`config.mk`:
```
export PLATFORM = sky130hd
export DESIGN_NAME = stage_fifo
export DESIGN_NICKNAME = d
export VERILOG_FILES = /design/src/verilog/stage_fifo.sv
export VERILOG_INCLUDE_DIRS = /design/src /design/src/verilog
export SDC_FILE = /design/constraint.sdc
export NUM_CORES = 1
export LEC_CHECK = 0
export BUFFER_PORTS_ARGS = -buffer_cell sky130_fd_sc_hd__clkbuf_2
export CAP_MARGIN = 5
export CORE_AREA = 3 3 40 42
export CTS_CLUSTER_SIZE = 8
export DETAILED_ROUTE_END_ITERATION = 8
export DIE_AREA = 0 0 43 45
export PLACE_DENSITY = 0.51
export SYNTH_ARGS = -nofsm -noshare
export SYNTH_HDL_FRONTEND = slang
export SYNTH_SLANG_ARGS = --single-unit
```
`constraint.sdc`:
```
create_clock -name c_clk -period 1.7 [get_ports c_clk]
set_input_delay 0.17 -clock c_clk [delete_from_list [all_inputs] [get_ports c_clk]]
set_output_delay 0.17 -clock c_clk [all_outputs]
set_load 0.05 [all_outputs]
```
`src/verilog/rv_int_pipe_consts.svh`:
```
//////////////////////////////
// rv_int_pipe constants
// widths, kept opcodes and the
// default stage FIFO depth
//////////////////////////////

`ifndef RV_INT_PIPE_CONSTS_SVH
`define RV_INT_PIPE_CONSTS_SVH

// datapath and instruction widths
`define XLEN        64
`define ILEN        32
`define REG_ADDR_W  5

// entries per stage FIFO
`define FIFO_DEPTH  2

// major opcodes that retire
`define OP_ALRI     7'b0010011
`define OP_ALRR     7'b0110011
`define OP_LUI      7'b0110111

`endif
```
`src/verilog/stage_fifo.sv`:
```
//////////////////////////////
// stage FIFO
// small circular buffer for
// any packed payload type
//////////////////////////////

`timescale 1ns/1ps
`default_nettype none

`include "rv_int_pipe_consts.svh"

module stage_fifo #(
    parameter type payload_t = logic,
    parameter int  DEPTH     = `FIFO_DEPTH
) (
    input  wire      c_clk,
    input  wire      c_rst_n,
    input  wire      push_i,
    input  payload_t data_i,
    input  wire      pop_i,
    output payload_t head_o,
    output logic     empty_o,
    output logic     full_o
);

    localparam int PTR_W = (DEPTH > 1) ? $clog2(DEPTH) : 1;
    localparam int CNT_W = $clog2(DEPTH + 1);

    payload_t         mem [0:DEPTH-1];
    logic [PTR_W-1:0] wr_ptr;
    logic [PTR_W-1:0] rd_ptr;
    logic [CNT_W-1:0] count;

    assign head_o  = mem[rd_ptr];
    assign empty_o = (count == '0);
    assign full_o  = (count == CNT_W'(DEPTH));

    always_ff @(posedge c_clk) begin
        if (push_i) begin
            mem[wr_ptr] <= data_i;
        end
    end

    always_ff @(posedge c_clk) begin
        if (!c_rst_n) begin
            wr_ptr <= '0;
            rd_ptr <= '0;
            count  <= '0;
        end else begin
            if (push_i) begin
                wr_ptr <= (wr_ptr == PTR_W'(DEPTH - 1)) ? '0 : wr_ptr + 1'b1;
            end
            if (pop_i) begin
                rd_ptr <= (rd_ptr == PTR_W'(DEPTH - 1)) ? '0 : rd_ptr + 1'b1;
            end
            // simultaneous push and pop leaves the count alone
            case ({push_i, pop_i})
                2'b10:   count <= count + 1'b1;
                2'b01:   count <= count - 1'b1;
                default: count <= count;
            endcase
        end
    end

    a_no_overflow: assert property (@(posedge c_clk) disable iff (!c_rst_n)
        push_i |-> !full_o);
    a_no_underflow: assert property (@(posedge c_clk) disable iff (!c_rst_n)
        pop_i |-> !empty_o);

endmodule

`default_nettype wire

```
==> results.cfg <==
[job]
max_cap_viol_count = 0

[timing]
grt_setup_unrepaired = false
whs_ns = 0.111
slew_violations = 0
setup_total_negative_slack_ns = 0
hold_violation_count_in_the_final_report = 0
normalized_max_slew_margin_pct = 81.6
least_margin_pin_slew_ns = 0.277
final_min_period_over_clock_period_pct = 76.1
layout_setup_ws_ns = 0.407
finalWorstPathRequiredPeriod_ns = 1.29
setup_viol = 0
maxClockFrequency_ghz = 0.773
finalClockSkew_ns = 0.00369

[floorplan]
chipHeight_um = 45
initial_utilization_pct = 22.4
core_area_um2 = 1280
floorplan.die_area_um2 = 1940
chipWidth_um = 43
floorplan.rows = 13
io_pins = 8

[finish]
layoutNonFillerInstCount = 51
areaGrowthSynthToFinish_pct = 27.8
layout-drive-gt1-share_pct = 33.3
fin_nets = 43
n_antenna_cell = 0

[setup_path]
required_ns = 1.53
worst-path-max-fanout = 1
setup.worst_path.end_class = output port
ff2ff_setup_slack_ns = 0.72
critical_path_arrival_ns = 1.12
r2r-end = count[1]$_SDFFE_PN0P_
worst-setup-path-type = reg2out
cp-start-kind = flop
worst_r2r_startpoint = count[0]$_SDFFE_PN0P_
worst-r2r-cell-count = 3
crit_end = head_o

[min_path]
timing.hold.worst.class = in2reg
timing.hold.worst.start = data_i

[place]
place_congestion = 0.670
dpl_worst_slack_ns = 0.491
io_buffers = 7
post-place-cells = 47

[synth]
post-synth-top-area-fraction_pct = 34.8
synth.area.top_cells = dfxtp_1 (35%), edfxtp_1 (21%), and2_1 (8.7%)
synthesis.area_um2 = 288
synth_common_cells = dfxtp_1 (5), and2_1 (4), edfxtp_1 (2), nor2_1 (2), xnor2_1 (2)
yosysSeqAreaShare_pct = 55.7
synth_ff_type = dfxtp_1
synthesis.area_per_instance_um2 = 11.5
post_synth_num_cell_types = 15
syn-instance-count = 25
synth-edff-count = 2
flip_flop_and_latch_count_after_synthesis = 7
yosys.area.top_type = dfxtp_1
async_reset_ff_share_pct = 0
synth.net_count = 31
yosysWarningCount = 0
synthMostInstantiatedCell = dfxtp_1

[detailed_routing]
drt_drc_violations_left = 0
antenna_violating_nets_post_route = 0
totalWireLength_um = 411
post_drt_wl_per_cell_um = 8.06
drt_first_pass_iters = 2
drt-initial-drc-count = 2
via_count = 204
vias_per_cell = 4.00

[clock_tree]
cts.root.buffer_cell = clkbuf_4
post_cts_resized = 0
max-clock-path-buffers = 2
cts_max_level = 1
cts_tree = done
postCtsHoldBufs = 0
post-cts-setup-buffers = 0
numClockSinks = 7
clkSlewWorstSetupHoldPaths_ns = 0.05
clkLatencyLatePin_ns = 0.25
numCtsBuffers = 3

[global_routing]
grt_first_pass_wirelength_um = 717
grtUsageTotal_pct = 5.87
grt_antenna_before_repair = 0
largest_net_degree_at_the_start_of_global_routing = 6
globalRouteOverflowTotal = 0
first_global_vias = 192

[run_status]
outcome = complete, no violations

[pwr]
power_uw = 446
power.leakage_uw = 0.000160
max-vdd-ir-drop_v = 0.000336
power.density_cell_area_nw_per_um2 = 1210
[cell families after synthesis]
kind of cell               Yosys count  share of synthesized area (%)
xor gates and xnor gates             3                           9.13
DFF                                  7                           55.7
muxes                                1                           3.91
buffers and inverters                1                           1.30
and+or+nand+nor                      9                           18.7
adders and majority gates            1                           4.35
AOI/OAI and AO/OA                    3                           6.96
[power by group]
part	switching, µW	total (µW)	internal, µW
Combinational	60.7	96.9	36.2
Clock	61.0	151	89.5
Sequential	9.77	198	188
[cell usage in the layout, fill, tap and decap left out, drive strengths merged]
cell type,instances
a21boi,1
and2,4
and2b,1
clkbuf,11
dfxtp,5
edfxtp,2
ha,1
inv,1
mux2,1
nor2,2
nor2b,1
o21a,1
o21ai,1
or3,1
xnor2,2
xor2,1
[worst min path at each step]
stage,endpoint,slack (ns),cells past startpoint
after floorplan,mem[0]$_DFFE_PP_,0.27,0
after global placement,mem[1]$_DFFE_PP_,0.36,1
after detailed placement,mem[0]$_DFFE_PP_,0.36,1
after CTS,mem[1]$_DFFE_PP_,0.10,1
after global routing,mem[1]$_DFFE_PP_,0.10,1
final,mem[1]$_DFFE_PP_,0.11,1
[metal layers]
layer  GRT usage [%]  vias to the layer above  wire length, µm
met1            4.42                       90              144
li1                -                      104                -
met5               0                        -                0
met2            7.78                        6              201
met3            5.58                        4               43
met4            7.23                        0               21
[critical path, stage by stage (launching register included)]
cell      delay [ns]
dfxtp_1         0.32
mux2_2          0.32
clkbuf_2        0.23
[area by class of cell]
type	instances	area [µm²]
clock buffer	4	26.3
multi-input combinational	17	124
inverter	1	3.75
timing repair buffer	7	35.0
fill	134	917
sequential	7	160
tap	15	18.8
[metrics by stage]
step	instance area, µm²	utilization [%]
CTS	368	28.6
global route	368	28.6
global placement	342	26.6
finish	368	28.6
floorplan	288	-
detailed placement	342	26.6
No activity file was read; power rests on OpenSTA's default activity.
