<file path="src/verilog/rv_int_pipe_consts.svh">
//////////////////////////////
// rv_int_pipe constants
// widths, kept opcodes and the
// default stage FIFO depth
//////////////////////////////

`ifndef RV_INT_PIPE_CONSTS_SVH
`define RV_INT_PIPE_CONSTS_SVH

// datapath and instruction widths
`define XLEN        64
`define ILEN        32
`define REG_ADDR_W  5

// entries per stage FIFO
`define FIFO_DEPTH  2

// major opcodes that retire
`define OP_ALRI     7'b0010011
`define OP_ALRR     7'b0110011
`define OP_LUI      7'b0110111

`endif
</file>
<file path="src/verilog/rv_int_pipe_pkg.sv">
//////////////////////////////
// rv_int_pipe types
// ALU functions, decoded ops
// and retire records
//////////////////////////////

`default_nettype none

`include "rv_int_pipe_consts.svh"

package rv_int_pipe_pkg;

    // encoded as {insn[30], funct3}
    typedef enum logic [3:0] {
        ALU_ADD  = 4'b0000,
        ALU_SUB  = 4'b1000,
        ALU_SLL  = 4'b0001,
        ALU_SLT  = 4'b0010,
        ALU_SLTU = 4'b0011,
        ALU_XOR  = 4'b0100,
        ALU_SRL  = 4'b0101,
        ALU_SRA  = 4'b1101,
        ALU_OR   = 4'b0110,
        ALU_AND  = 4'b0111
    } alu_fn_t;

    typedef struct packed {
        alu_fn_t                alu_fn;
        logic [`REG_ADDR_W-1:0] rs1;
        logic [`REG_ADDR_W-1:0] rs2;
        logic [`REG_ADDR_W-1:0] rd;
        logic                   use_imm;
        logic                   use_zero_a;  // LUI: 0 + imm
        logic [`XLEN-1:0]       imm;
    } decoded_op_t;

    typedef struct packed {
        logic [`REG_ADDR_W-1:0] rd;
        logic [`XLEN-1:0]       data;
    } retire_t;

endpackage

`default_nettype wire

</file>
<file path="src/verilog/retire_port.sv">
//////////////////////////////
// retire port
// four-phase sender of
// retire records
//////////////////////////////

`timescale 1ns/1ps
`default_nettype none

`include "rv_int_pipe_consts.svh"

module retire_port (
    input  wire                      c_clk,
    input  wire                      c_rst_n,
    input  wire                      empty_i,
    input  rv_int_pipe_pkg::retire_t rec_i,
    output logic                     pop_o,
    output logic                     wb_req_o,
    output logic [`REG_ADDR_W-1:0]   wb_rd_o,
    output logic [`XLEN-1:0]         wb_data_o,
    input  wire                      wb_ack_i
);

    typedef enum logic [1:0] {
        S_IDLE,
        S_WAIT_HI,
        S_WAIT_LO
    } state_t;

    state_t                   state;
    rv_int_pipe_pkg::retire_t hold;

    assign pop_o     = (state == S_IDLE) && !empty_i;
    assign wb_req_o  = (state == S_WAIT_HI);
    assign wb_rd_o   = hold.rd;
    assign wb_data_o = hold.data;

    always_ff @(posedge c_clk) begin
        if (pop_o) begin
            hold <= rec_i;
        end
    end

    always_ff @(posedge c_clk) begin
        if (!c_rst_n) begin
            state <= S_IDLE;
        end else begin
            case (state)
                S_IDLE:    if (!empty_i) state <= S_WAIT_HI;
                S_WAIT_HI: if (wb_ack_i) state <= S_WAIT_LO;
                // next record only once ack is back low
                S_WAIT_LO: if (!wb_ack_i) state <= S_IDLE;
                default:   state <= S_IDLE;
            endcase
        end
    end

    // req only drops while the receiver is answering it
    a_req_held: assert property (@(posedge c_clk) disable iff (!c_rst_n)
        $fell(wb_req_o) |-> wb_ack_i);

endmodule

`default_nettype wire

</file>
<file path="config.mk">
export PLATFORM = sky130hd
export DESIGN_NAME = retire_port
export DESIGN_NICKNAME = d
export VERILOG_FILES = /design/src/verilog/rv_int_pipe_pkg.sv /design/src/verilog/retire_port.sv
export VERILOG_INCLUDE_DIRS = /design/src /design/src/verilog
export SDC_FILE = /design/constraint.sdc
export NUM_CORES = 1
export LEC_CHECK = 0
export BUFFER_PORTS_ARGS = -buffer_cell sky130_fd_sc_hd__buf_4
export CAP_MARGIN = 10
export CORE_ASPECT_RATIO = 1.1
export CORE_MARGIN = 4
export CORE_UTILIZATION = 44
export DETAILED_ROUTE_END_ITERATION = 10
export GPL_TIMING_DRIVEN = 0
export PLACE_DENSITY = 0.81
export RECOVER_POWER = 100
export SYNTH_ARGS = -nofsm -noshare
export SYNTH_HDL_FRONTEND = slang
export SYNTH_SLANG_ARGS = --single-unit
export TNS_END_PERCENT = 5
</file>
<file path="constraint.sdc">
create_clock -name c_clk -period 12.1 [get_ports c_clk]
set_input_delay 0.605 -clock c_clk [delete_from_list [all_inputs] [get_ports c_clk]]
set_output_delay 0.605 -clock c_clk [all_outputs]
set_load 0.02 [all_outputs]
</file>
==> out/results.txt <==
Status = complete, but fails checks
Failing checks = max-capacitance violations, max-slew violations
Vias in the first global route = 1559
Cell mode on critical path = clkbuf_1
Critical Path AT = 3.26 ns
Setup TNS = 0 ns
Most frequent cells in the layout = clkbuf_1, clkbuf_4, edfxtp_1, clkbuf_8, buf_4
CP Buf/Inv Count = 3
# IOs = 144
Pins Over Slew Limit = 13
Share of the synthesized area in the top cell type = 95.7%
Fin util = 68.2%
WL/cell = 18.6 um
CP Capture Type = primary output
Clk sink count = 71
Placed cell areas = 3370 um2
Share of cells above drive strength 1 = 34.9%
Commonest non-fill, non-tap cell in the layout = clkbuf_1
Setup Buffers After CTS = 0
Routability cong. = 0.693
CTS buffer count = 9
Final setup viols = 0
Rel. slew slack = -4.03%
Overall routing resource usage = 19.5%
RSZ-0062 raised after global routing = no
Htree depth = 3
Hold Vio Cnt, Final = 0
CP delay by family, top = buffers and inverters
Fmax = 259 MHz
Layout Nets = 309
Largest net degree at the start of global routing = 15
Die Width = 74.9 um
Crit path largest cell delay = 1.22 ns
Critical path type = reg -> out
Cell leakage power = 0.00121 uW
Die Ht = 81.6 um
Crit-path max FO = 13
VDD IR max = 0.0905 mV
Maximum clock insertion buffer count = 2
Synth Cell Area = 2170 um2
Antenna Violating Nets Remaining = 0
CTS clk-pin slew, worst paths = 0.07 ns
Pwr Total = 511 uW
Post-route clock period utilization = 32.0%
HPWL Detailed = 4050 um
Fillers = 378
Power density cells = 159 nW/um2
Ant diodes = 0
Post-CTS sizing = 0
Crit path launch type = flop
WL final = 5520 um
Global-route wire length before repair = 8110 um
Die area = 6110 um2
Routed vias/inst = 4.54
Initial antenna violation count = 0
DRC = 0
Clock Root Buffer = clkbuf_8
Sequential area share after synthesis = 97.5%
IO Port Bufs = 143
CP Data Required Time = 11.49 ns
Clk_lat worst skew = 0.33 ns
Hold WC Path Type = in -> reg
DR pass1 iterations = 4
Layout area overhead = 48.6%
Skew final = 0.00883 ns
Hold-fix buffers at CTS = 0
Via count = 1349
Number of DRC markers in iteration 0 = 87
CTS tree = built
Syn Area/Cell = 28.1 um2
Max-cap violation count = 1
Measured slew at the worst slew-check pin = 1.55 ns
Final instance area = 3220 um2
Core area = 4720 um2
Synth unique cells = 8
Crit-path slowest cell = nor3_1
Ys Warns = 0
# rows = 26
Leading area contributor after synthesis = edfxtp_1
Synth area leaders = edfxtp_1, dfxtp_1, mux2_4
Number of synthesized register bits = 71
Syn nets = 150
Mapped Cells = 77
Critical-path cell list = nor3_1 -> clkbuf_1 -> clkbuf_1 -> clkbuf_1
Initial Utilization = 45.9%
Total congestion overflow = 0
Final min period = 3.87 ns
## registers in the layout, indices dropped and copies added (netlist names)
name and cells:
state 2, wb_data_o 64, wb_rd_o 5
## cell families (layout without fill, tap and decap cells)
logic type / Yosys count / in the layout / synth area share [%]
XOR/XNOR: 1 / 1 / 0.404
buffers and inverters: 0 / 164 / 0
flip-flops: 71 / 71 / 97.5
multiplexers: 1 / 1 / 0.693
AND/OR/NAND/NOR: 4 / 4 / 1.39
## cell type report
class | instances | area [um2] | share of cell area (%)
Sequential cell | 71 | 2110 | 65.6
Timing Repair Buffer | 148 | 826 | 25.7
Clock buffer | 14 | 153 | 4.74
Tap cell | 56 | 70.1 | 2.18
Multi-Input combinational cell | 6 | 48.8 | 1.52
Clock inverter | 2 | 8.76 | 0.272
## power breakdown
group          total (uW)  leakage [uW]  internal (uW)  switching (uW)
Sequential            294      0.000676            290            4.44
Combinational        58.7      0.000449           20.6            38.1
Clock                 157     0.0000821           79.4            78.0
Total                 511       0.00121            390             121
## cells in the mapped netlist, drive strengths merged
library cell and n:
and3 1, dfxtp 2, edfxtp 69, mux2 1, nor2b 1, nor3 1
nor3b 1, xor2 1
## worst paths after layout
check / from / to / slack, ns / cells after the start
worst max-delay path: state[1] / pop_o / 8.23 / 4
worst min-delay path: rec_i[27] / wb_data_o[27] / 0.47 / 1
worst max register to register: state[1] / wb_data_o[28] / 9.09 / 3
worst min register to register: state[1] / state[0] / 0.52 / 1
## through the flow
stage	hold slack, ns	setup WS, ns	instances
after global placement	0.488	3.85	276
after CTS	0.431	9.29	297
final	0.467	8.23	297
after global routing	0.437	7.88	297
after floorplan	0.469	5.81	77
after detailed placement	0.533	9.36	281
## layer usage
metal	vias to the layer above	global-route usage (%)	share of wire, %
met5	-	0	0
met4	0	9.07	1.3
met3	5	14.4	17
met2	89	31.4	52
met1	628	18.2	30
li1	627	-	-
Power figures use the tool's default switching activity.
