<file path="src/verilog/rv_int_pipe_consts.svh">
//////////////////////////////
// rv_int_pipe constants
// widths, kept opcodes and the
// default stage FIFO depth
//////////////////////////////

`ifndef RV_INT_PIPE_CONSTS_SVH
`define RV_INT_PIPE_CONSTS_SVH

// datapath and instruction widths
`define XLEN        64
`define ILEN        32
`define REG_ADDR_W  5

// entries per stage FIFO
`define FIFO_DEPTH  2

// major opcodes that retire
`define OP_ALRI     7'b0010011
`define OP_ALRR     7'b0110011
`define OP_LUI      7'b0110111

`endif
</file>
<file path="src/verilog/rv_int_pipe_pkg.sv">
//////////////////////////////
// rv_int_pipe types
// ALU functions, decoded ops
// and retire records
//////////////////////////////

`default_nettype none

`include "rv_int_pipe_consts.svh"

package rv_int_pipe_pkg;

    // encoded as {insn[30], funct3}
    typedef enum logic [3:0] {
        ALU_ADD  = 4'b0000,
        ALU_SUB  = 4'b1000,
        ALU_SLL  = 4'b0001,
        ALU_SLT  = 4'b0010,
        ALU_SLTU = 4'b0011,
        ALU_XOR  = 4'b0100,
        ALU_SRL  = 4'b0101,
        ALU_SRA  = 4'b1101,
        ALU_OR   = 4'b0110,
        ALU_AND  = 4'b0111
    } alu_fn_t;

    typedef struct packed {
        alu_fn_t                alu_fn;
        logic [`REG_ADDR_W-1:0] rs1;
        logic [`REG_ADDR_W-1:0] rs2;
        logic [`REG_ADDR_W-1:0] rd;
        logic                   use_imm;
        logic                   use_zero_a;  // LUI: 0 + imm
        logic [`XLEN-1:0]       imm;
    } decoded_op_t;

    typedef struct packed {
        logic [`REG_ADDR_W-1:0] rd;
        logic [`XLEN-1:0]       data;
    } retire_t;

endpackage

`default_nettype wire

</file>
<file path="src/verilog/insn_decoder.sv">
//////////////////////////////
// instruction decoder
// four-phase receiver, field
// split and immediate mux
//////////////////////////////

`timescale 1ns/1ps
`default_nettype none

`include "rv_int_pipe_consts.svh"

module insn_decoder (
    input  wire                          c_clk,
    input  wire                          c_rst_n,
    input  wire                          ins_req_i,
    input  wire [`ILEN-1:0]              ins_data_i,
    output logic                         ins_ack_o,
    input  wire                          full_i,
    output logic                         push_o,
    output rv_int_pipe_pkg::decoded_op_t op_o
);

    logic [6:0] opcode;
    logic [2:0] funct3;
    logic       is_alri;
    logic       is_alrr;
    logic       is_lui;
    logic       capture;

    assign opcode  = ins_data_i[6:0];
    assign funct3  = ins_data_i[14:12];
    assign is_alri = (opcode == `OP_ALRI);
    assign is_alrr = (opcode == `OP_ALRR);
    assign is_lui  = (opcode == `OP_LUI);

    // take a word only once per request and only with room downstream
    assign capture = ins_req_i && !ins_ack_o && !full_i;
    // unknown opcodes are acked but never pushed
    assign push_o  = capture && (is_alri || is_alrr || is_lui);

    always_ff @(posedge c_clk) begin
        if (!c_rst_n) begin
            ins_ack_o <= 1'b0;
        end else if (capture) begin
            ins_ack_o <= 1'b1;
        end else if (ins_ack_o && !ins_req_i) begin
            ins_ack_o <= 1'b0;
        end
    end

    always_comb begin
        op_o.rs1        = ins_data_i[19:15];
        op_o.rs2        = ins_data_i[24:20];
        op_o.rd         = ins_data_i[11:7];
        op_o.use_imm    = is_alri || is_lui;
        op_o.use_zero_a = is_lui;

        // I-type for OP-IMM, shifts only look at bits 25:20 of it
        if (is_lui) begin
            op_o.imm = {{(`XLEN-32){ins_data_i[31]}}, ins_data_i[31:12], 12'b0};
        end else if (is_alri) begin
            op_o.imm = {{(`XLEN-12){ins_data_i[31]}}, ins_data_i[31:20]};
        end else begin
            op_o.imm = '0;
        end

        case (funct3)
            3'b000:  op_o.alu_fn = (is_alrr && ins_data_i[30]) ? rv_int_pipe_pkg::ALU_SUB
                                                                : rv_int_pipe_pkg::ALU_ADD;
            3'b001:  op_o.alu_fn = rv_int_pipe_pkg::ALU_SLL;
            3'b010:  op_o.alu_fn = rv_int_pipe_pkg::ALU_SLT;
            3'b011:  op_o.alu_fn = rv_int_pipe_pkg::ALU_SLTU;
            3'b100:  op_o.alu_fn = rv_int_pipe_pkg::ALU_XOR;
            3'b101:  op_o.alu_fn = ins_data_i[30] ? rv_int_pipe_pkg::ALU_SRA
                                                  : rv_int_pipe_pkg::ALU_SRL;
            3'b110:  op_o.alu_fn = rv_int_pipe_pkg::ALU_OR;
            default: op_o.alu_fn = rv_int_pipe_pkg::ALU_AND;
        endcase
        if (is_lui) begin
            op_o.alu_fn = rv_int_pipe_pkg::ALU_ADD;
        end
    end

    // ack only answers a request the sender is still holding
    a_ack_after_req: assert property (@(posedge c_clk) disable iff (!c_rst_n)
        $rose(ins_ack_o) |-> ins_req_i);

endmodule

`default_nettype wire

</file>
<file path="config.mk">
export PLATFORM = sky130hd
export DESIGN_NAME = insn_decoder
export DESIGN_NICKNAME = d
export VERILOG_FILES = /design/src/verilog/rv_int_pipe_pkg.sv /design/src/verilog/insn_decoder.sv
export VERILOG_INCLUDE_DIRS = /design/src /design/src/verilog
export SDC_FILE = /design/constraint.sdc
export NUM_CORES = 1
export LEC_CHECK = 0
export ABC_AREA = 1
export BUFFER_PORTS_ARGS = -buffer_cell sky130_fd_sc_hd__buf_2
export CAP_MARGIN = 20
export CORE_MARGIN = 2
export CORE_UTILIZATION = 31
export CTS_CLUSTER_SIZE = 28
export DETAILED_ROUTE_END_ITERATION = 10
export PLACE_DENSITY = 0.86
export SKIP_LAST_GASP = 1
export SLEW_MARGIN = 20
export SYNTH_ARGS = -nofsm -noshare
export SYNTH_HDL_FRONTEND = slang
export SYNTH_SLANG_ARGS = --single-unit
</file>
<file path="constraint.sdc">
create_clock -name c_clk -period 1.8 [get_ports c_clk]
set_input_delay 0.09 -clock c_clk [delete_from_list [all_inputs] [get_ports c_clk]]
set_output_delay 0.09 -clock c_clk [all_outputs]
set_load 0.01 [all_outputs]
</file>
==> run_summary.xml, run 1 <==
<?xml version="1.0" encoding="UTF-8"?>
<metrics>
  <group name="status">
    <metric name="status" unit="">complete, no violations</metric>
  </group>
  <group name="synth">
    <metric name="yosysTopAreaCell" unit="">buf_4</metric>
    <metric name="ys_seq_elements" unit="">1</metric>
    <metric name="synth_sequential_area_ratio" unit="%">2.292</metric>
    <metric name="async_reset_ff_share" unit="%">0</metric>
    <metric name="synth_top_cells_by_area" unit="">buf_4 42%, nand2_1 9.5%, o21ai_2 9.0%</metric>
    <metric name="postSynthNetCount" unit="">175</metric>
    <metric name="synth_enable_flop_cells" unit="">0</metric>
    <metric name="synth_area" unit="um^2">873.3</metric>
    <metric name="yosysMostFrequentCell" unit="">buf_4</metric>
    <metric name="synth.distinct_cells" unit="">19</metric>
    <metric name="synth_top_area_share" unit="%">42.12</metric>
    <metric name="synth_top_flop_cell" unit="">dfxtp_1</metric>
    <metric name="post_synth_inst_count" unit="">139</metric>
    <metric name="mapped_avg_cell_area" unit="um^2">6.283</metric>
    <metric name="ys.warnings.count" unit="">0</metric>
    <metric name="netlist_top_cells_count" unit="">49 x buf_4, 22 x nand2_1, 19 x inv_1</metric>
  </group>
  <group name="setup_path">
    <metric name="critical-path-top-cell-by-count" unit="">nand2_1</metric>
    <metric name="worstSetupEndpointType" unit="">primary output</metric>
    <metric name="crit_chain" unit="">buf_2, nand2_1, nor2_2, nand2_4, inv_4, nand2_1, nand2_1, buf_4, buf_2</metric>
    <metric name="critPathMaxFanout" unit="">33</metric>
    <metric name="cp_data_arrival_time" unit="ns">1.24</metric>
    <metric name="cpPeakStageDelay" unit="ns">0.22</metric>
    <metric name="critical_path.top_delay_family" unit="">buffers and inverters</metric>
    <metric name="cpMaxStageDelayCell" unit="">buf_4</metric>
    <metric name="worst-endpoint-required" unit="ns">1.71</metric>
    <metric name="start_kind" unit="">input port</metric>
    <metric name="worst-path-buf-inv" unit="">4</metric>
    <metric name="criticalPathCategory" unit="">input port to primary output</metric>
    <metric name="setup.reg_to_reg.worst_slack" unit="ns">1.26</metric>
  </group>
  <group name="timing">
    <metric name="period_share" unit="%">73.69</metric>
    <metric name="worstMarginPinSlew" unit="ns">0.3142</metric>
    <metric name="setup-tns-final" unit="ns">0</metric>
    <metric name="number_of_setup_violations_in_the_final_report" unit="">0</metric>
    <metric name="final_hold_viol_count" unit="">0</metric>
    <metric name="setup_ws_post_layout" unit="ns">0.4736</metric>
    <metric name="drv_slew" unit="">0</metric>
    <metric name="hold_slack" unit="ns">0.1800</metric>
    <metric name="grt_setup_unrepaired" unit="">no</metric>
    <metric name="max_slew_margin" unit="%">78.98</metric>
    <metric name="clock_skew" unit="ns">0</metric>
    <metric name="fmaxAchievable" unit="GHz">0.7539</metric>
    <metric name="min_period" unit="ns">1.326</metric>
  </group>
  <group name="grt">
    <metric name="first_pass_grt_wire_length" unit="mm">3.174</metric>
    <metric name="antenna_found_initial" unit="">0</metric>
    <metric name="first_global_vias" unit="">788</metric>
    <metric name="globalRouteTotalUtil" unit="%">11.68</metric>
    <metric name="globalRouteOverflowTotal" unit="">0</metric>
    <metric name="grt_max_degree" unit="">34</metric>
  </group>
  <group name="final_layout">
    <metric name="largest_registers" unit="">ins_ack_o (1)</metric>
    <metric name="finalNonFillerCells" unit="">232</metric>
    <metric name="antennaDiodeCount" unit="">0</metric>
    <metric name="largest_reg_flops" unit="">1</metric>
    <metric name="seq_area" unit="um^2">20.02</metric>
    <metric name="post-route-util" unit="%">39.80</metric>
    <metric name="top_register" unit="">ins_ack_o</metric>
    <metric name="final_layout_size_suffix_gt1_share" unit="%">67.66</metric>
    <metric name="design.final.nets" unit="">239</metric>
    <metric name="multiInputGateArea" unit="um^2">355.3</metric>
    <metric name="areaGrowthSynthToFinish" unit="%">23.50</metric>
    <metric name="final.fill_count" unit="">291</metric>
  </group>
  <group name="die">
    <metric name="std_cell_rows" unit="">19</metric>
    <metric name="top_level_ports" unit="">123</metric>
    <metric name="fp.dieArea" unit="mm^2">0.003258</metric>
    <metric name="die_y" unit="um">57.08</metric>
    <metric name="chipWidth" unit="um">57.08</metric>
    <metric name="initial_core_util" unit="%">32.23</metric>
    <metric name="core_region_area" unit="mm^2">0.002710</metric>
  </group>
  <group name="routing">
    <metric name="final_routed_wirelength_across_all_metal_layers" unit="mm">2.110</metric>
    <metric name="routed_wire_length_per_instance" unit="um">9.095</metric>
    <metric name="dr_total_vias" unit="">980</metric>
    <metric name="number_of_detailed_routing_iterations_run_before_antenna_repair" unit="">4</metric>
    <metric name="vias_per_cell" unit="">4.224</metric>
    <metric name="drt_first_iter_violations" unit="">11</metric>
    <metric name="drc_violations_left" unit="">0</metric>
    <metric name="final_antenna_net_count" unit="">0</metric>
  </group>
  <group name="clock_network">
    <metric name="post_cts_resize_count" unit="">0</metric>
    <metric name="insertion_delay" unit="ns">0</metric>
    <metric name="cts_setup_buffers" unit="">0</metric>
    <metric name="cts-hold-fix-buffers" unit="">0</metric>
  </group>
  <group name="placed_design">
    <metric name="finalWeightedCongestion" unit="">0.6994</metric>
    <metric name="dpl.cell_count" unit="">232</metric>
    <metric name="place.port_buffers" unit="">112</metric>
    <metric name="post-dp-hpwl" unit="mm">1.817</metric>
    <metric name="place_ws" unit="ns">0.4630</metric>
  </group>
  <group name="job">
    <metric name="max_cap_viol_count" unit="">0</metric>
  </group>
  <group name="power_and_ir_drop">
    <metric name="vdd.ir_drop.worst" unit="uV">66.97</metric>
    <metric name="leakagePower" unit="uW">0.0008764</metric>
    <metric name="power.density" unit="mW/mm^2">127.2</metric>
  </group>
  <group name="hold_path">
    <metric name="hold_path_class" unit="">input port to primary output</metric>
  </group>
</metrics>
==> kinds of logic after synthesis <==
family | Yosys count | synth area share, %
compound gates | 16 | 13.04
buf+inv | 74 | 57.02
flops | 1 | 2.292
simple gates | 48 | 27.65
==> placed cells by master (no fill, tap or decap) <==
cell type,n
a21oi_1,2
buf_2,112
buf_4,3
dfxtp_1,1
inv_1,19
inv_2,1
inv_4,1
nand2_1,22
nand2_2,1
nand2_4,1
nand3_1,4
nor2_1,11
nor2_2,2
nor3_1,1
nor3_2,5
nor3b_2,1
o21ai_0,5
o21ai_2,9
==> metrics by stage <==
stage | instance area (um^2) | total power (uW)
after floorplan | 873.3 | 107.7
after global placement | 1079 | 137.0
after detailed placement | 1079 | 138.3
after CTS | 1079 | 138.8
after global routing | 1079 | 149.6
final | 1079 | 137.2
==> layer usage <==
metal,up-vias,global-route usage [%],wire length (um)
li1,496,-,-
met3,4,1.814,293
met4,0,1.993,34
met2,75,24.47,1024
met5,-,0,0
met1,405,11.98,758
==> area by class of cell <==
type,instances,area share (%)
multi-input cells,64,32.95
well taps,31,3.596
inverters,21,7.541
repair buffers,115,54.06
flip-flops and latches,1,1.856
==> final timing paths <==
check / from / end / depth (start not counted)
max: ins_data_i[5] / op_o[48] / 9
min reg2reg: ins_ack_o$_SDFFE_PN0P_ / ins_ack_o$_SDFFE_PN0P_ / 2
max reg2reg: ins_ack_o$_SDFFE_PN0P_ / ins_ack_o$_SDFFE_PN0P_ / 2
min: ins_data_i[10] / op_o[69] / 0
==> where the power goes <==
group	internal [uW]	switching, uW
clock network	0	0
registers	23.7	0.544
logic	51.2	61.7
total	74.9	62.2
(Power assumes the default switching activity.)
==> run 2: changes to the inputs <==
Settings changed: CORE_UTILIZATION 31 to 28, PLACE_DENSITY 0.86 to 0.82.
Clock period 1.8 ns to 1.2 ns, I/O delays scaled along.
==> run_summary.xml, run 2 (same netlist as run 1, synthesis figures left out) <==
<?xml version="1.0" encoding="UTF-8"?>
<metrics>
  <group name="grt">
    <metric name="globalRouteOverflowTotal" unit="">0</metric>
    <metric name="first_global_vias" unit="">795</metric>
    <metric name="grt_max_degree" unit="">34</metric>
    <metric name="globalRouteTotalUtil" unit="%">10.88</metric>
    <metric name="first_pass_grt_wire_length" unit="mm">3.215</metric>
    <metric name="antenna_found_initial" unit="">0</metric>
  </group>
  <group name="timing">
    <metric name="fmaxAchievable" unit="GHz">0.8495</metric>
    <metric name="max_slew_margin" unit="%">84.05</metric>
    <metric name="min_period" unit="ns">1.177</metric>
    <metric name="grt_setup_unrepaired" unit="">yes</metric>
    <metric name="worstMarginPinSlew" unit="ns">0.2389</metric>
    <metric name="clock_skew" unit="ns">0</metric>
    <metric name="period_share" unit="%">98.10</metric>
    <metric name="drv_slew" unit="">0</metric>
    <metric name="number_of_setup_violations_in_the_final_report" unit="">0</metric>
    <metric name="setup-tns-final" unit="ns">0</metric>
    <metric name="final_hold_viol_count" unit="">0</metric>
  </group>
  <group name="power_and_ir_drop">
    <metric name="sw_frac_of_total" unit="%">45.64</metric>
    <metric name="power.sequential.fraction" unit="%">16.9</metric>
    <metric name="vdd.ir_drop.worst" unit="uV">94.37</metric>
    <metric name="power_frac_clock" unit="%">0</metric>
    <metric name="comb_power_share" unit="%">83.1</metric>
    <metric name="p_int" unit="uW">116.9</metric>
    <metric name="leakagePower" unit="uW">0.0009246</metric>
    <metric name="power.density" unit="mW/mm^2">184.4</metric>
    <metric name="switching_power" unit="uW">98.15</metric>
  </group>
  <group name="status">
    <metric name="status" unit="">complete, no violations</metric>
  </group>
  <group name="setup_path">
    <metric name="worstSetupEndpointType" unit="">primary output</metric>
    <metric name="worst-endpoint-required" unit="ns">1.14</metric>
    <metric name="start_kind" unit="">input port</metric>
    <metric name="critPathMaxFanout" unit="">20</metric>
    <metric name="cp_data_arrival_time" unit="ns">1.12</metric>
    <metric name="criticalPathCategory" unit="">input port to primary output</metric>
    <metric name="reg2regPathDepth" unit="">2</metric>
  </group>
  <group name="routing">
    <metric name="final_routed_wirelength_across_all_metal_layers" unit="mm">2.247</metric>
    <metric name="number_of_detailed_routing_iterations_run_before_antenna_repair" unit="">2</metric>
    <metric name="drc_violations_left" unit="">0</metric>
    <metric name="drt_first_iter_violations" unit="">9</metric>
    <metric name="dr_total_vias" unit="">998</metric>
    <metric name="routed_wire_length_per_instance" unit="um">9.481</metric>
    <metric name="final_antenna_net_count" unit="">0</metric>
    <metric name="vias_per_cell" unit="">4.211</metric>
  </group>
  <group name="clock_network">
    <metric name="insertion_delay" unit="ns">0</metric>
    <metric name="cts-hold-fix-buffers" unit="">0</metric>
    <metric name="cts_setup_buffers" unit="">0</metric>
  </group>
  <group name="final_layout">
    <metric name="final_layout_size_suffix_gt1_share" unit="%">69.61</metric>
    <metric name="largest_registers" unit="">ins_ack_o (1)</metric>
    <metric name="top_register" unit="">ins_ack_o</metric>
    <metric name="largest_reg_flops" unit="">1</metric>
    <metric name="final_cell_mix" unit="">112 x buf_2, 20 x nand2_1, 19 x inv_1</metric>
    <metric name="most_common_library_cell_in_the_layout_ignoring_fill_and_taps" unit="">buf_2</metric>
    <metric name="finalInstanceArea" unit="mm^2">0.001166</metric>
    <metric name="areaGrowthSynthToFinish" unit="%">33.52</metric>
    <metric name="antennaDiodeCount" unit="">0</metric>
    <metric name="design.final.nets" unit="">242</metric>
    <metric name="final.fill_count" unit="">327</metric>
  </group>
  <group name="die">
    <metric name="die_y" unit="um">59.85</metric>
    <metric name="std_cell_rows" unit="">20</metric>
    <metric name="core_region_area" unit="mm^2">0.003003</metric>
    <metric name="initial_core_util" unit="%">29.08</metric>
    <metric name="fp.dieArea" unit="mm^2">0.003582</metric>
    <metric name="chipWidth" unit="um">59.85</metric>
    <metric name="top_level_ports" unit="">123</metric>
  </group>
  <group name="placed_design">
    <metric name="placed_cell_area" unit="mm^2">0.001129</metric>
    <metric name="finalWeightedCongestion" unit="">0.7151</metric>
    <metric name="post-dp-hpwl" unit="mm">1.872</metric>
    <metric name="place.port_buffers" unit="">112</metric>
  </group>
  <group name="hold_path">
    <metric name="hold_path_class" unit="">input port to primary output</metric>
    <metric name="hold_path_stages" unit="">0</metric>
  </group>
  <group name="job">
    <metric name="max_cap_viol_count" unit="">0</metric>
  </group>
</metrics>
## run 2: layer usage
layer | GRT usage (%) | vias to the layer above | wire length, um
li1 | - | 509 | -
met5 | 0 | - | 0
met1 | 12.11 | 416 | 876
met4 | 0.9524 | 0 | 8
met2 | 22.67 | 71 | 1142
met3 | 0.6494 | 2 | 219
## run 2: worst max-delay path, stage by stage
cell and delay [ns]:
buf_2 0.11, nor3b_2 0.23, nand3_2 0.25, buf_12 0.24, o21ai_0 0.07, buf_2 0.15
## run 2: final cells by class
type                            instances  area (um^2)  share of cell area [%]
Sequential cell                         1        20.02                   1.717
Tap cell                               33        41.29                   3.541
Multi-Input combinational cell         65        400.4                   34.33
Timing Repair Buffer                  117        623.1                   53.43
Inverter                               21        81.33                   6.974
## run 2: power groups by stage
stage / logic, uW / clock network [uW] / registers, uW
2_1_floorplan: 124 / 0 / 37.1
3_3_place_gp: 173 / 0 / 36.3
3_5_place_dp: 176 / 0 / 36.4
4_1_cts: 177 / 0 / 36.4
5_1_grt: 199 / 0 / 36.6
6_report: 179 / 0 / 36.4
## run 2: what timing repair did
action | 4_1_cts | 5_1_grt
endpoints found under the hold margin | 0 | 0
endpoints found under the setup margin | 0 | 34
resized for setup | 0 | 5
## run 2: worst paths after layout
| kind | slack, ns | to | from |
|---|---|---|---|
| max | 0.02 | op_o[23] | ins_data_i[5] |
| min | 0.12 | op_o[67] | ins_data_i[8] |
| max reg2reg | 0.66 | ins_ack_o$_SDFFE_PN0P_ | ins_ack_o$_SDFFE_PN0P_ |
| min reg2reg | 0.46 | ins_ack_o$_SDFFE_PN0P_ | ins_ack_o$_SDFFE_PN0P_ |
## run 2: through the flow
stage,worst slack (ns),utilization [%],cells,total power (uW),hold WS (ns)
after floorplan,0.1164,-,139,161.4,0.1511
after global placement,0.03317,37.58,236,209.6,0.1201
after detailed placement,0.03529,37.58,236,212.7,0.1201
after CTS,0.03040,37.58,236,213.2,0.1201
after global routing,-0.05966,38.83,237,235.5,0.1200
final,0.02284,38.83,237,215.0,0.1200
==> run 3: changes to the inputs <==
Settings changed: CORE_MARGIN 2 to 3.
==> run_summary.xml, run 3 (same netlist as run 1, synthesis figures left out) <==
<?xml version="1.0" encoding="UTF-8"?>
<metrics>
  <group name="setup_path">
    <metric name="worstSetupEndpointType" unit="">primary output</metric>
    <metric name="cp-startpoint" unit="">ins_data_i[5]</metric>
    <metric name="criticalPathCategory" unit="">input port to primary output</metric>
    <metric name="start_kind" unit="">input port</metric>
    <metric name="cp_data_arrival_time" unit="ns">1.06</metric>
    <metric name="critPathMaxFanout" unit="">18</metric>
    <metric name="critical_path.reg2reg.startpoint" unit="">ins_ack_o$_SDFFE_PN0P_</metric>
    <metric name="worst-endpoint-required" unit="ns">1.14</metric>
  </group>
  <group name="die">
    <metric name="std_cell_rows" unit="">19</metric>
    <metric name="fp.dieArea" unit="mm^2">0.003825</metric>
    <metric name="top_level_ports" unit="">123</metric>
    <metric name="core_region_area" unit="mm^2">0.002853</metric>
    <metric name="initial_core_util" unit="%">30.61</metric>
    <metric name="die_y" unit="um">61.85</metric>
    <metric name="chipWidth" unit="um">61.85</metric>
  </group>
  <group name="timing">
    <metric name="clock_skew" unit="ns">0</metric>
    <metric name="final_hold_viol_count" unit="">0</metric>
    <metric name="worstMarginPinSlew" unit="ns">0.2268</metric>
    <metric name="period_share" unit="%">93.09</metric>
    <metric name="min_period" unit="ns">1.117</metric>
    <metric name="number_of_setup_violations_in_the_final_report" unit="">0</metric>
    <metric name="fmaxAchievable" unit="GHz">0.8952</metric>
    <metric name="drv_slew" unit="">0</metric>
    <metric name="max_slew_margin" unit="%">84.86</metric>
  </group>
  <group name="placed_design">
    <metric name="dpl.cell_count" unit="">235</metric>
    <metric name="post-dp-hpwl" unit="mm">2.067</metric>
    <metric name="placed_cell_area" unit="mm^2">0.001146</metric>
    <metric name="place.port_buffers" unit="">112</metric>
    <metric name="finalWeightedCongestion" unit="">0.7584</metric>
  </group>
  <group name="grt">
    <metric name="globalRouteOverflowTotal" unit="">0</metric>
    <metric name="antenna_found_initial" unit="">0</metric>
    <metric name="grt_max_degree" unit="">34</metric>
    <metric name="first_pass_grt_wire_length" unit="mm">3.132</metric>
    <metric name="first_global_vias" unit="">734</metric>
    <metric name="globalRouteTotalUtil" unit="%">10.46</metric>
  </group>
  <group name="status">
    <metric name="status" unit="">complete, no violations</metric>
  </group>
  <group name="job">
    <metric name="max_cap_viol_count" unit="">0</metric>
  </group>
  <group name="final_layout">
    <metric name="final_layout_size_suffix_gt1_share" unit="%">70.39</metric>
    <metric name="most_common_library_cell_in_the_layout_ignoring_fill_and_taps" unit="">buf_2</metric>
    <metric name="final_cell_mix" unit="">112 x buf_2, 20 x nand2_1, 19 x inv_1</metric>
    <metric name="largest_reg_flops" unit="">1</metric>
    <metric name="top_register" unit="">ins_ack_o</metric>
    <metric name="areaGrowthSynthToFinish" unit="%">37.11</metric>
    <metric name="finalNonFillerCells" unit="">237</metric>
    <metric name="design.final.nets" unit="">244</metric>
    <metric name="largest_registers" unit="">ins_ack_o (1)</metric>
    <metric name="antennaDiodeCount" unit="">0</metric>
    <metric name="finalInstanceArea" unit="mm^2">0.001197</metric>
    <metric name="post-route-util" unit="%">41.97</metric>
  </group>
  <group name="power_and_ir_drop">
    <metric name="sw_frac_of_total" unit="%">46.46</metric>
    <metric name="vdd.ir_drop.worst" unit="uV">104.4</metric>
    <metric name="power.sequential.fraction" unit="%">16.3</metric>
    <metric name="leakagePower" unit="uW">0.0009401</metric>
    <metric name="comb_power_share" unit="%">83.7</metric>
    <metric name="power.density" unit="mW/mm^2">186.0</metric>
    <metric name="power_frac_clock" unit="%">0</metric>
    <metric name="switching_power" unit="uW">103.5</metric>
    <metric name="p_int" unit="uW">119.3</metric>
  </group>
  <group name="routing">
    <metric name="final_antenna_net_count" unit="">0</metric>
    <metric name="drt_first_iter_violations" unit="">10</metric>
    <metric name="dr_total_vias" unit="">1026</metric>
    <metric name="drc_violations_left" unit="">0</metric>
    <metric name="final_routed_wirelength_across_all_metal_layers" unit="mm">2.582</metric>
    <metric name="vias_per_cell" unit="">4.329</metric>
    <metric name="routed_wire_length_per_instance" unit="um">10.89</metric>
    <metric name="number_of_detailed_routing_iterations_run_before_antenna_repair" unit="">4</metric>
  </group>
  <group name="clock_network">
    <metric name="cts_setup_buffers" unit="">0</metric>
    <metric name="insertion_delay" unit="ns">0</metric>
    <metric name="cts-hold-fix-buffers" unit="">0</metric>
  </group>
  <group name="hold_path">
    <metric name="hold_path_class" unit="">input port to primary output</metric>
    <metric name="min-delay-start" unit="">ins_data_i[11]</metric>
  </group>
</metrics>
-- run 3: cell count changes in the layout (fill, tap and decap cells not counted), sizes merged --
cell   before  now
buf       117  118
nand2      25   26
-- run 3: metrics by stage --
step | total power, uW | setup TNS (ns) | hold slack, ns | worst slack, ns
2_1_floorplan | 161.4 | 0 | 0.1511 | 0.1164
3_3_place_gp | 211.5 | 0 | 0.1201 | 0.07767
3_5_place_dp | 214.2 | 0 | 0.1201 | 0.02968
4_1_cts | 215.1 | 0 | 0.1201 | 0.01637
5_1_grt | 243.8 | -0.03592 | 0.1200 | -0.02250
6_report | 222.7 | 0 | 0.1200 | 0.08290
-- run 3: critical path, cell delays in order --
cell     delay, ns
buf_2         0.12
nor3b_4       0.26
nand3_4       0.19
buf_12        0.21
o21ai_0       0.07
buf_2         0.15
-- run 3: cell type report --
class	instances	area (um^2)
repair buffers	118	643.1
inverters	21	81.33
multi-input cells	66	414.1
well taps	31	38.79
fillers	302	1655
flip-flops and latches	1	20.02
-- run 3: final timing paths --
| kind | end | slack (ns) | depth (start not counted) |
|---|---|---|---|
| min reg2reg | ins_ack_o$_SDFFE_PN0P_ | 0.45 | 2 |
| max | op_o[22] | 0.08 | 6 |
| max reg2reg | ins_ack_o$_SDFFE_PN0P_ | 0.68 | 2 |
| min | op_o[70] | 0.12 | 0 |
-- run 3: metal layers --
layer / up-vias / routed length [um] / part of all wire, % / track usage [%]
met5: - / 0 / 0 / 0
met4: 0 / 19 / 0.74 / 0.9091
li1: 512 / - / - / -
met1: 428 / 999 / 39 / 13.31
met2: 84 / 1283 / 50 / 19.73
met3: 2 / 280 / 11 / 0.8264
-- run 3: power groups by stage --
stage | registers, uW | clock network [uW] | logic [uW]
finish | 36.2 | 0 | 186
global route | 36.5 | 0 | 207
CTS | 36.3 | 0 | 179
detailed placement | 36.3 | 0 | 178
global placement | 36.2 | 0 | 175
floorplan | 37.1 | 0 | 124
-- run 3: what timing repair did --
item	4_1_cts	5_1_grt
hold endpoints to repair	0	0
gates resized for setup	0	8
setup endpoints to repair	0	59
